--- src/source/lm_req_pkg.sv ---
// Lane master request protocol codes and bus widths
package lm_req_pkg;

    // Request code width and bus widths
    localparam int RQ_CODE_W = 5;            // Width of one request code
    localparam int RQI_W     = 6;            // Initiate bus {code, enable}
    localparam int RQR_W     = 2;            // Response bus {rdata, done}

    // Codes carried in the upper bits of the initiate bus
    typedef enum logic [RQ_CODE_W-1:0] {
        RQC_L2R       = 5'd1,                // CDR lock to reference
        RQC_L2D       = 5'd2,                // CDR lock to data
        RQC_READ_DFC  = 5'd3,                // Read DONE_FULL_CAL
        RQC_PCSRST0   = 5'd4,                // Release soft PCS Rx reset
        RQC_PCSRST1   = 5'd5,                // Assert soft PCS Rx reset
        RQC_TGLCALRST = 5'd6,                // Pulse DFE_CAL_RST
        RQC_TGLRUNCAL = 5'd7                 // Pulse DFE_RUN_FULL_CAL
    } rq_code_e;

endpackage

--- src/source/lm_seq_pkg.sv ---
// Lane master sequencer states and input synchronizer depth
package lm_seq_pkg;

    // Flops per synchronizer chain
    // Edge detection on the request uses one extra stage
    localparam int SYNC_STAGES = 2;

    // Lock management and calibration states
    typedef enum logic [3:0] {
        ST_IDLE     = 4'd0,                  // Waiting for a lock change or calibration request
        ST_SET_LOCK = 4'd1,                  // L2R or L2D outstanding
        ST_ACK_LOCK = 4'd2,                  // Lock state flipped
        ST_WAIT_RDY = 4'd3,                  // Waiting for synchronized RX ready
        ST_PRE_POLL = 4'd4,                  // First poll tick
        ST_POLL_TMR = 4'd5,                  // Poll timer tick
        ST_READ_DFC = 4'd6,                  // DONE_FULL_CAL read outstanding
        ST_CHK_DONE = 4'd7,                  // Branch on read data
        ST_RX_OK    = 4'd8,                  // PCS reset release outstanding
        ST_PRE_CAL  = 4'd9,                  // One cycle before calibration
        ST_CAL1     = 4'd10,                 // PCS reset assert outstanding
        ST_CAL2     = 4'd11,                 // Cal reset toggle outstanding
        ST_CAL3     = 4'd12                  // Run-cal toggle outstanding
    } lm_state_e;

endpackage

--- src/source/lm_req_if.sv ---
// Request handoff between the lane sequencer and the request port
`timescale 1ns/1ps

interface lm_req_if;
    import lm_req_pkg::*;

    logic     issue;                         // One-cycle start pulse
    rq_code_e code;                          // Valid with issue
    logic     busy;                          // Request outstanding
    logic     rdata;                         // Response bit 1 of the last completion

    // Sequencer side
    modport seq (
        output issue,
        output code,
        input  busy,
        input  rdata
    );

    // Request port side
    modport port (
        input  issue,
        input  code,
        output busy,
        output rdata
    );

endinterface

--- src/source/lm_input_sync.sv ---
// Synchronizers and rising edge detect for the lane master's asynchronous inputs
`timescale 1ns/1ps

module lm_input_sync (
    input  logic CTRL_CLK,
    input  logic CTRL_SRST_N,
    input  logic i_rx_ready,                 // Async wrt CTRL_CLK
    input  logic i_calib_req,                // Async wrt CTRL_CLK
    output logic o_rx_ready_s,               // Synchronized RX ready
    output logic o_calib_req_rise            // One-cycle pulse on request rise
);
    import lm_seq_pkg::*;

    logic [SYNC_STAGES-1:0] rx_ready_sync;   // Ready chain
    logic [SYNC_STAGES:0]   calib_req_sync;  // Request chain plus edge stage
    logic                   calib_rise_q;

    // RX ready chain clears to not ready
    always_ff @(posedge CTRL_CLK or negedge CTRL_SRST_N) begin
        if (!CTRL_SRST_N) begin
            rx_ready_sync <= '0;
        end else begin
            rx_ready_sync <= {rx_ready_sync[SYNC_STAGES-2:0], i_rx_ready};
        end
    end

    // Request chain clears to all ones
    // A request already high out of reset is then not an edge
    always_ff @(posedge CTRL_CLK or negedge CTRL_SRST_N) begin
        if (!CTRL_SRST_N) begin
            calib_req_sync <= '1;
        end else begin
            calib_req_sync <= {calib_req_sync[SYNC_STAGES-1:0], i_calib_req};
        end
    end

    // Registered edge pulse
    always_ff @(posedge CTRL_CLK or negedge CTRL_SRST_N) begin
        if (!CTRL_SRST_N) begin
            calib_rise_q <= 1'b0;
        end else begin
            calib_rise_q <= calib_req_sync[SYNC_STAGES-1] & ~calib_req_sync[SYNC_STAGES];
        end
    end

    assign o_rx_ready_s     = rx_ready_sync[SYNC_STAGES-1];  // Last ready stage
    assign o_calib_req_rise = calib_rise_q;

endmodule

--- src/source/lm_sequencer.sv ---
// Lane sequencer for CDR lock changes, full DFE calibration and done polling
`timescale 1ns/1ps

module lm_sequencer #(
    parameter bit p_auto_cal = 1'b0          // 1 = calibrate on first bit-lock
) (
    input  logic  CTRL_CLK,
    input  logic  CTRL_SRST_N,
    lm_req_if.seq req,                       // To the request port
    input  logic  i_poll_tick,               // Link timer poll tick
    input  logic  i_lckfrc,                  // 1 = lock to reference
    input  logic  i_rx_ready_s,              // Synchronized RX ready
    input  logic  i_calib_req_rise,          // On-demand calibration pulse
    output logic  o_lckfrc,                  // Current lock state
    output logic  o_rx_ok,
    output logic  o_calibrating,
    output logic  o_calib_sync_hold
);
    import lm_req_pkg::*;
    import lm_seq_pkg::*;

    lm_state_e state_q;
    lm_state_e state_nx;
    logic      lckfrc_q;                     // Lock state seen by the CDR
    logic      rx_ok_q;
    logic      sync_hold_q;
    logic      calib_q;                      // Inverse of last DONE_FULL_CAL
    logic      first_cal_q;                  // A calibration result was checked
    logic      cal_req_q;                    // Latched on-demand request
    logic      req_exit;                     // Outstanding request finished
    logic      entering;                     // State changes this cycle
    logic      issue_c;
    rq_code_e  code_c;

    assign req_exit = ~req.busy;
    assign entering = (state_nx != state_q);

    // Next state
    always_comb begin
        state_nx = state_q;
        case (state_q)
            ST_IDLE: begin
                if (i_lckfrc != lckfrc_q) begin
                    state_nx = ST_SET_LOCK;          // Lock change wins
                end else if (cal_req_q && !lckfrc_q) begin
                    state_nx = ST_PRE_CAL;           // On demand, lock to data only
                end
            end
            ST_SET_LOCK: if (req_exit) state_nx = ST_ACK_LOCK;
            ST_ACK_LOCK: begin
                // lckfrc_q already holds the new lock state here
                if (lckfrc_q) state_nx = ST_IDLE;
                else          state_nx = ST_WAIT_RDY;
            end
            ST_WAIT_RDY: begin
                if (i_rx_ready_s && p_auto_cal && !first_cal_q) begin
                    state_nx = ST_PRE_CAL;           // First bit-lock
                end else if (i_rx_ready_s) begin
                    state_nx = ST_PRE_POLL;
                end
            end
            ST_PRE_POLL: if (i_poll_tick) state_nx = ST_POLL_TMR;
            ST_POLL_TMR: if (i_poll_tick) state_nx = ST_READ_DFC;
            ST_READ_DFC: if (req_exit) state_nx = ST_CHK_DONE;
            ST_CHK_DONE: begin
                if (!calib_q) state_nx = ST_RX_OK;  // Calibration finished
                else          state_nx = ST_POLL_TMR;
            end
            ST_RX_OK:    if (req_exit) state_nx = ST_IDLE;
            ST_PRE_CAL:  state_nx = ST_CAL1;
            ST_CAL1:     if (req_exit) state_nx = ST_CAL2;
            ST_CAL2:     if (req_exit) state_nx = ST_CAL3;
            ST_CAL3:     if (req_exit) state_nx = ST_POLL_TMR;
            default:     state_nx = ST_IDLE;
        endcase
    end

    // One request per request state, issued on entry
    // busy is high from the next cycle, so req_exit marks completion
    always_comb begin
        issue_c = 1'b0;
        code_c  = RQC_L2R;
        case (state_nx)
            ST_SET_LOCK: begin
                issue_c = entering;
                code_c  = i_lckfrc ? RQC_L2R : RQC_L2D;
            end
            ST_READ_DFC: begin
                issue_c = entering;
                code_c  = RQC_READ_DFC;
            end
            ST_RX_OK: begin
                issue_c = entering;
                code_c  = RQC_PCSRST0;
            end
            ST_CAL1: begin
                issue_c = entering;
                code_c  = RQC_PCSRST1;
            end
            ST_CAL2: begin
                issue_c = entering;
                code_c  = RQC_TGLCALRST;
            end
            ST_CAL3: begin
                issue_c = entering;
                code_c  = RQC_TGLRUNCAL;
            end
            default: issue_c = 1'b0;
        endcase
    end

    assign req.issue = issue_c;
    assign req.code  = code_c;

    // State and status flags
    always_ff @(posedge CTRL_CLK or negedge CTRL_SRST_N) begin
        if (!CTRL_SRST_N) begin
            state_q     <= ST_IDLE;
            lckfrc_q    <= 1'b1;                 // Out of reset locked to reference
            rx_ok_q     <= 1'b0;
            sync_hold_q <= 1'b0;
            calib_q     <= 1'b0;
            first_cal_q <= 1'b0;
            cal_req_q   <= 1'b0;
        end else begin
            state_q <= state_nx;

            if (state_nx == ST_ACK_LOCK) lckfrc_q <= ~lckfrc_q;

            // RX ok drops on lock change and on PCS reset assert
            if (issue_c && code_c inside {RQC_L2R, RQC_L2D, RQC_PCSRST1}) begin
                rx_ok_q <= 1'b0;
            end else if (issue_c && code_c == RQC_PCSRST0) begin
                rx_ok_q <= 1'b1;
            end

            // Hold spans the whole calibration up to idle
            if (issue_c && code_c == RQC_PCSRST1) begin
                sync_hold_q <= 1'b1;
            end else if (state_nx == ST_IDLE) begin
                sync_hold_q <= 1'b0;
            end

            // rdata is valid in the cycle busy falls
            if (state_nx == ST_CHK_DONE) begin
                calib_q     <= ~req.rdata;
                first_cal_q <= 1'b1;
            end

            // Requests only count while the lane is up
            if (!rx_ok_q) begin
                cal_req_q <= 1'b0;
            end else if (i_calib_req_rise) begin
                cal_req_q <= 1'b1;
            end
        end
    end

    assign o_lckfrc          = lckfrc_q;
    assign o_rx_ok           = rx_ok_q;
    assign o_calibrating     = calib_q;
    assign o_calib_sync_hold = sync_hold_q;

endmodule

--- src/source/lm_request_port.sv ---
// Request port holding the outstanding lane request and its initiate/response handshake
`timescale 1ns/1ps

module lm_request_port (
    input  logic                        CTRL_CLK,
    input  logic                        CTRL_SRST_N,
    lm_req_if.port                      req,          // From the sequencer
    input  logic                        i_m_grant,    // Arbiter grant
    input  logic [lm_req_pkg::RQR_W-1:0] i_rqr,       // {rdata, done}
    output logic                        o_m_request,  // Request outstanding
    output logic [lm_req_pkg::RQI_W-1:0] o_rqi        // {code, enable}
);
    import lm_req_pkg::*;

    rq_code_e code_q;                        // Stable until completion
    logic     en_q;                          // Enable bit of the initiate bus
    logic     rdata_q;
    logic     rq_done;

    // Completes on the first cycle with grant and done
    assign rq_done = en_q & i_m_grant & i_rqr[0];

    // Code and enable
    always_ff @(posedge CTRL_CLK or negedge CTRL_SRST_N) begin
        if (!CTRL_SRST_N) begin
            code_q <= RQC_L2R;
            en_q   <= 1'b0;
        end else begin
            if (req.issue) begin
                code_q <= req.code;
                en_q   <= 1'b1;
            end else if (rq_done) begin
                en_q   <= 1'b0;                  // Code held, only enable drops
            end
        end
    end

    // Read data from the completing response
    always_ff @(posedge CTRL_CLK) begin
        if (rq_done) rdata_q <= i_rqr[1];
    end

    assign req.busy    = en_q;
    assign req.rdata   = rdata_q;
    assign o_m_request = en_q;               // Same as the enable bit
    assign o_rqi       = {code_q, en_q};

endmodule

--- src/source/lane_master_top.sv ---
// Lane master top joining the input synchronizer, sequencer and request port
`timescale 1ns/1ps

module lane_master_top #(
    parameter bit p_auto_cal = 1'b0          // 1 = calibrate on first bit-lock
) (
    input  logic                         CTRL_CLK,
    input  logic                         CTRL_SRST_N,
    // Link timer
    input  logic                         i_poll_tick,
    // Lock management
    input  logic                         i_lckfrc,
    output logic                         o_lckfrc,
    // Arbiter and request bus
    input  logic                         i_m_grant,
    output logic                         o_m_request,
    output logic [lm_req_pkg::RQI_W-1:0] o_rqi,
    input  logic [lm_req_pkg::RQR_W-1:0] i_rqr,
    // Transceiver
    input  logic                         i_rx_ready,   // Async
    // Fabric side
    input  logic                         i_calib_req,  // Async
    output logic                         o_calibrating,
    output logic                         o_rx_ok,
    output logic                         o_calib_sync_hold
);

    logic rx_ready_s;                        // Synchronized ready
    logic calib_req_rise;                    // Request rise pulse

    lm_req_if u_req_if ();                   // Sequencer to port handoff

    lm_input_sync u_input_sync (
        .CTRL_CLK         (CTRL_CLK),
        .CTRL_SRST_N      (CTRL_SRST_N),
        .i_rx_ready       (i_rx_ready),
        .i_calib_req      (i_calib_req),
        .o_rx_ready_s     (rx_ready_s),
        .o_calib_req_rise (calib_req_rise)
    );

    lm_sequencer #(
        .p_auto_cal (p_auto_cal)
    ) u_sequencer (
        .CTRL_CLK          (CTRL_CLK),
        .CTRL_SRST_N       (CTRL_SRST_N),
        .req               (u_req_if.seq),
        .i_poll_tick       (i_poll_tick),
        .i_lckfrc          (i_lckfrc),
        .i_rx_ready_s      (rx_ready_s),
        .i_calib_req_rise  (calib_req_rise),
        .o_lckfrc          (o_lckfrc),
        .o_rx_ok           (o_rx_ok),
        .o_calibrating     (o_calibrating),
        .o_calib_sync_hold (o_calib_sync_hold)
    );

    lm_request_port u_request_port (
        .CTRL_CLK    (CTRL_CLK),
        .CTRL_SRST_N (CTRL_SRST_N),
        .req         (u_req_if.port),
        .i_m_grant   (i_m_grant),
        .i_rqr       (i_rqr),
        .o_m_request (o_m_request),
        .o_rqi       (o_rqi)
    );

endmodule

--- config.mk ---
export PLATFORM = sky130hd
export DESIGN_NAME = lane_master_top
export DESIGN_NICKNAME = d
export VERILOG_FILES = /design/src/source/lm_req_pkg.sv /design/src/source/lm_seq_pkg.sv /design/src/source/lm_req_if.sv /design/src/source/lm_input_sync.sv /design/src/source/lm_sequencer.sv /design/src/source/lm_request_port.sv /design/src/source/lane_master_top.sv
export SDC_FILE = /design/constraint.sdc
export NUM_CORES = 1
export LEC_CHECK = 0
export ABC_AREA = 0
export BUFFER_PORTS_ARGS = -buffer_cell sky130_fd_sc_hd__buf_2
export CORE_MARGIN = 4
export CORE_UTILIZATION = 55
export CTS_BUF_LIST = sky130_fd_sc_hd__clkbuf_4
export DETAILED_ROUTE_END_ITERATION = 10
export GPL_ROUTABILITY_DRIVEN = 0
export PLACE_DENSITY = 0.87
export SKIP_CTS_REPAIR_TIMING = 1
export SKIP_LAST_GASP = 1
export SYNTH_ARGS = -nofsm -noshare
export SYNTH_HDL_FRONTEND = slang
export SYNTH_SLANG_ARGS = --single-unit
--- constraint.sdc ---
create_clock -name CTRL_CLK -period 4.2 [get_ports CTRL_CLK]
set_input_delay 0.21 -clock CTRL_CLK [delete_from_list [all_inputs] [get_ports CTRL_CLK]]
set_output_delay 0.21 -clock CTRL_CLK [all_outputs]
set_load 0.05 [all_outputs]
==> results.md <==
- WP buf/inv: 0
- Cell Chain, Critical Path: mux2i_1 -> nand3_1 -> o311ai_1 -> or3_1 -> o21bai_1 -> and4_4 -> o22a_1
- Worst R2R Start: u_sequencer.state_q[0]
- Reg-to-reg critical path endpoint: u_request_port.code_q[1]
- First-pass GRT wire length: 4040 µm
- Most frequent cells in the layout: buf_2, dfrtp_1, nand2_1, nand2b_1, nor2_1
- DRC Markers: 0
- Cell leakage power: 0.000591 µW
- Final HPWL DP: 1860 µm
- Max_cap viols: 0
- Reg power frac: 33.7%
- Root buffer cell: clkbuf_4
- Syn_area_per_cell: 9.38 µm²
- Max-slew violation count: 0
- EDFF count, synth: 1
- Gate power share: 58.3%
- Hold_sp: i_rqr[1]
- Pin count of the biggest net entering global routing: 21
- Nets: 151
- Ys flop type: dfrtp_1
- WS Path Type: reg2reg
- Vias after detailed routing: 1008
- Vias in the first global route: 866
- Maximum clock insertion buffer count: 2
- Reg2Reg Depth: 7
- All-Layer GR Usage: 19.3%
- CP max stage delay: 0.75 ns
- RSZ-0062 raised after global routing: false
- Post-synth top area cell: dfrtp_1
- Hold Crit Depth: 1
- Post-synth top area share: 29.0%
- Cells after synthesis: 129
- Core ar.: 2020 µm²
- Die width: 54.9 µm
- Worst clock skew: 0.00921 ns
- CP max-delay cell: dfrtp_1
- Finish-stage setup viols: 0
- Net Sw Power: 593 µW
- Full die area: 3010 µm²
- CTS tree: done
- Mapped Area: 1210 µm²
- Tmin final: 2.43 ns
- Hold Crit Class: in2reg
- CP top delay family: simple AND/OR/NAND/NOR gates
- Worst Path Max Fanout: 19
- Setup TNS: 0 ns
- Share of synthesized registers carrying an async set or reset: 95.0%
- CTS H-Tree Depth: 1
- Routed vias/inst: 6.00
- FP Rows: 16
- Power Dens Cells: 874 nW/µm²
- I/O Pins: 20
- PnR worst setup slack: 1.78 ns
- Number of diodes: 0
- Drt first pass iters: 4
- Clock Power Share: 8.0%
- Crit path DAT: 2.63 ns
- Final WL: 2570 µm
- Post-DRT Antenna Nets: 0
- Req. time, crit path: 4.40 ns
- Area grow syn2layout: 7.65%
- Initial Util: 59.8%
- Peak Freq: 0.412 GHz
- CP startpoint kind: flop
- Top area cells in the synthesized netlist: dfrtp_1, dfstp_2, nand2b_1
- Sequential fraction of the synthesis area: 42.3%
- Sw Ratio: 52.1%
- Max-slew headroom: 58.9%
- Clock sink count: 20
- Worst Max-Slew Pin Slew: 0.616 ns
- Pre-CTS setup slack: 1.84 ns
- Die Y: 54.9 µm
- Share of cells above drive strength 1: 19.1%
- R2r setup slk: 1.78 ns
- FF+latch count, synth: 20
- Initial DRC Count: 38
- Syn. warnings: 0
- Status: finished clean
- Crit share post-route: 57.7%
- Initial antenna violation count: 0
- Clock buffer count from CTS: 3
- Clk_lat worst skew: 0.30 ns
- Peak supply drop: 0.636 mV
- Drt wl/cell: 15.3 µm
- Total gr overflow: 0
- Commonest non-fill, non-tap cell in the layout: buf_2
- Hold Vio Cnt, Final: 0
- Synth cell types: 46
- Reg clk slew, reported paths: 0.11 ns
- IO Port Bufs: 17
- Endpoint class of the critical path: flop
- Worst hold endpoint: u_request_port.req.rdata
- Power Internal: 545 µW
-- cells by family (layout without fill, tap and decap cells) --
group	after synthesis	in the layout	synth area share [%]
and+or+nand+nor	45	45	20.6
other	1	2	0.310
xor gates and xnor gates	2	2	1.45
muxes	2	2	1.65
buffers and inverters	20	31	9.31
AOI/OAI and AO/OA	39	39	24.4
DFF	20	20	42.3
-- final cells by class --
class | count | area (µm²)
Clock buffer | 3 | 22.5
Clock inverter | 1 | 3.75
Fill cell | 170 | 719
Inverter | 7 | 26.3
Multi-Input combinational cell | 90 | 589
Sequential cell | 20 | 512
Tap cell | 27 | 33.8
Timing Repair Buffer | 20 | 115
-- sequential cells by signal, summed over array words and instances (netlist names) --
name and cells:
u_sequencer.state_q 4, u_input_sync.calib_req_sync 3, u_request_port.code_q 3, u_input_sync.rx_ready_sync 2, u_input_sync.o_calib_req_rise 1, u_request_port.o_m_request 1
u_request_port.req.rdata 1, u_sequencer.cal_req_q 1, u_sequencer.o_calib_sync_hold 1, u_sequencer.o_calibrating 1, u_sequencer.o_lckfrc 1, u_sequencer.o_rx_ok 1
-- routing by layer --
layer / share of wire (%) / track usage (%) / routed length, µm / vias to the layer above
met5: 0 / 0 / 0 / -
met4: 1.9 / 10.1 / 50 / 0
met3: 4.5 / 2.41 / 116 / 4
met2: 48 / 28.7 / 1230 / 29
met1: 46 / 27.5 / 1180 / 487
li1: - / - / - / 488
-- worst max-delay path by stage --
stage,startpoint,to,cells after the start
6_report,u_sequencer.state_q[0],u_request_port.code_q[1],7
5_1_grt,u_sequencer.state_q[0],u_request_port.o_m_request,7
4_1_cts,u_sequencer.state_q[0],u_request_port.code_q[1],7
3_5_place_dp,u_sequencer.state_q[0],u_request_port.code_q[1],7
3_3_place_gp,u_sequencer.state_q[1],u_request_port.code_q[1],6
2_1_floorplan,u_sequencer.o_lckfrc,u_request_port.code_q[1],8
-- cell usage after synthesis (2+ instances only) --
cell and instances:
nor2b_1 3, nand3_1 3, and3_1 2, o311ai_1 2, dfstp_2 5, buf_6 2, a21oi_1 4, inv_1 7
nor2_1 8, o22a_1 4, o21a_1 4, nand4b_1 2, mux2i_1 2, buf_4 4, nand2_1 10, o311ai_0 2
nor4_1 2, dfrtp_1 14, nor3_1 2, o21ai_0 3, a21o_1 2, o21bai_1 2, a221oi_1 2, nand2b_1 9
o31ai_1 2, a31oi_1 2, buf_2 6
-- metrics by stage --
stage / cell area [µm²] / hold WS (ns) / std cells / utilization [%] / total power (µW)
floorplan: 1210 / -0.0856 / 130 / - / 946
global placement: 1250 / 0.149 / 161 / 61.6 / 1020
detailed placement: 1250 / 0.164 / 161 / 61.6 / 1040
CTS: 1270 / -0.166 / 165 / 62.9 / 1130
global route: 1300 / 0.0725 / 168 / 64.4 / 1220
finish: 1300 / 0.0754 / 168 / 64.4 / 1140
-- power by group through the flow --
stage	combinational, µW	sequential (µW)	clock, µW
detailed placement	652	387	0
global placement	638	379	0
global route	717	401	101
finish	663	384	91.1
CTS	656	382	91.6
floorplan	514	432	0
No activity file was read; power rests on OpenSTA's default activity.
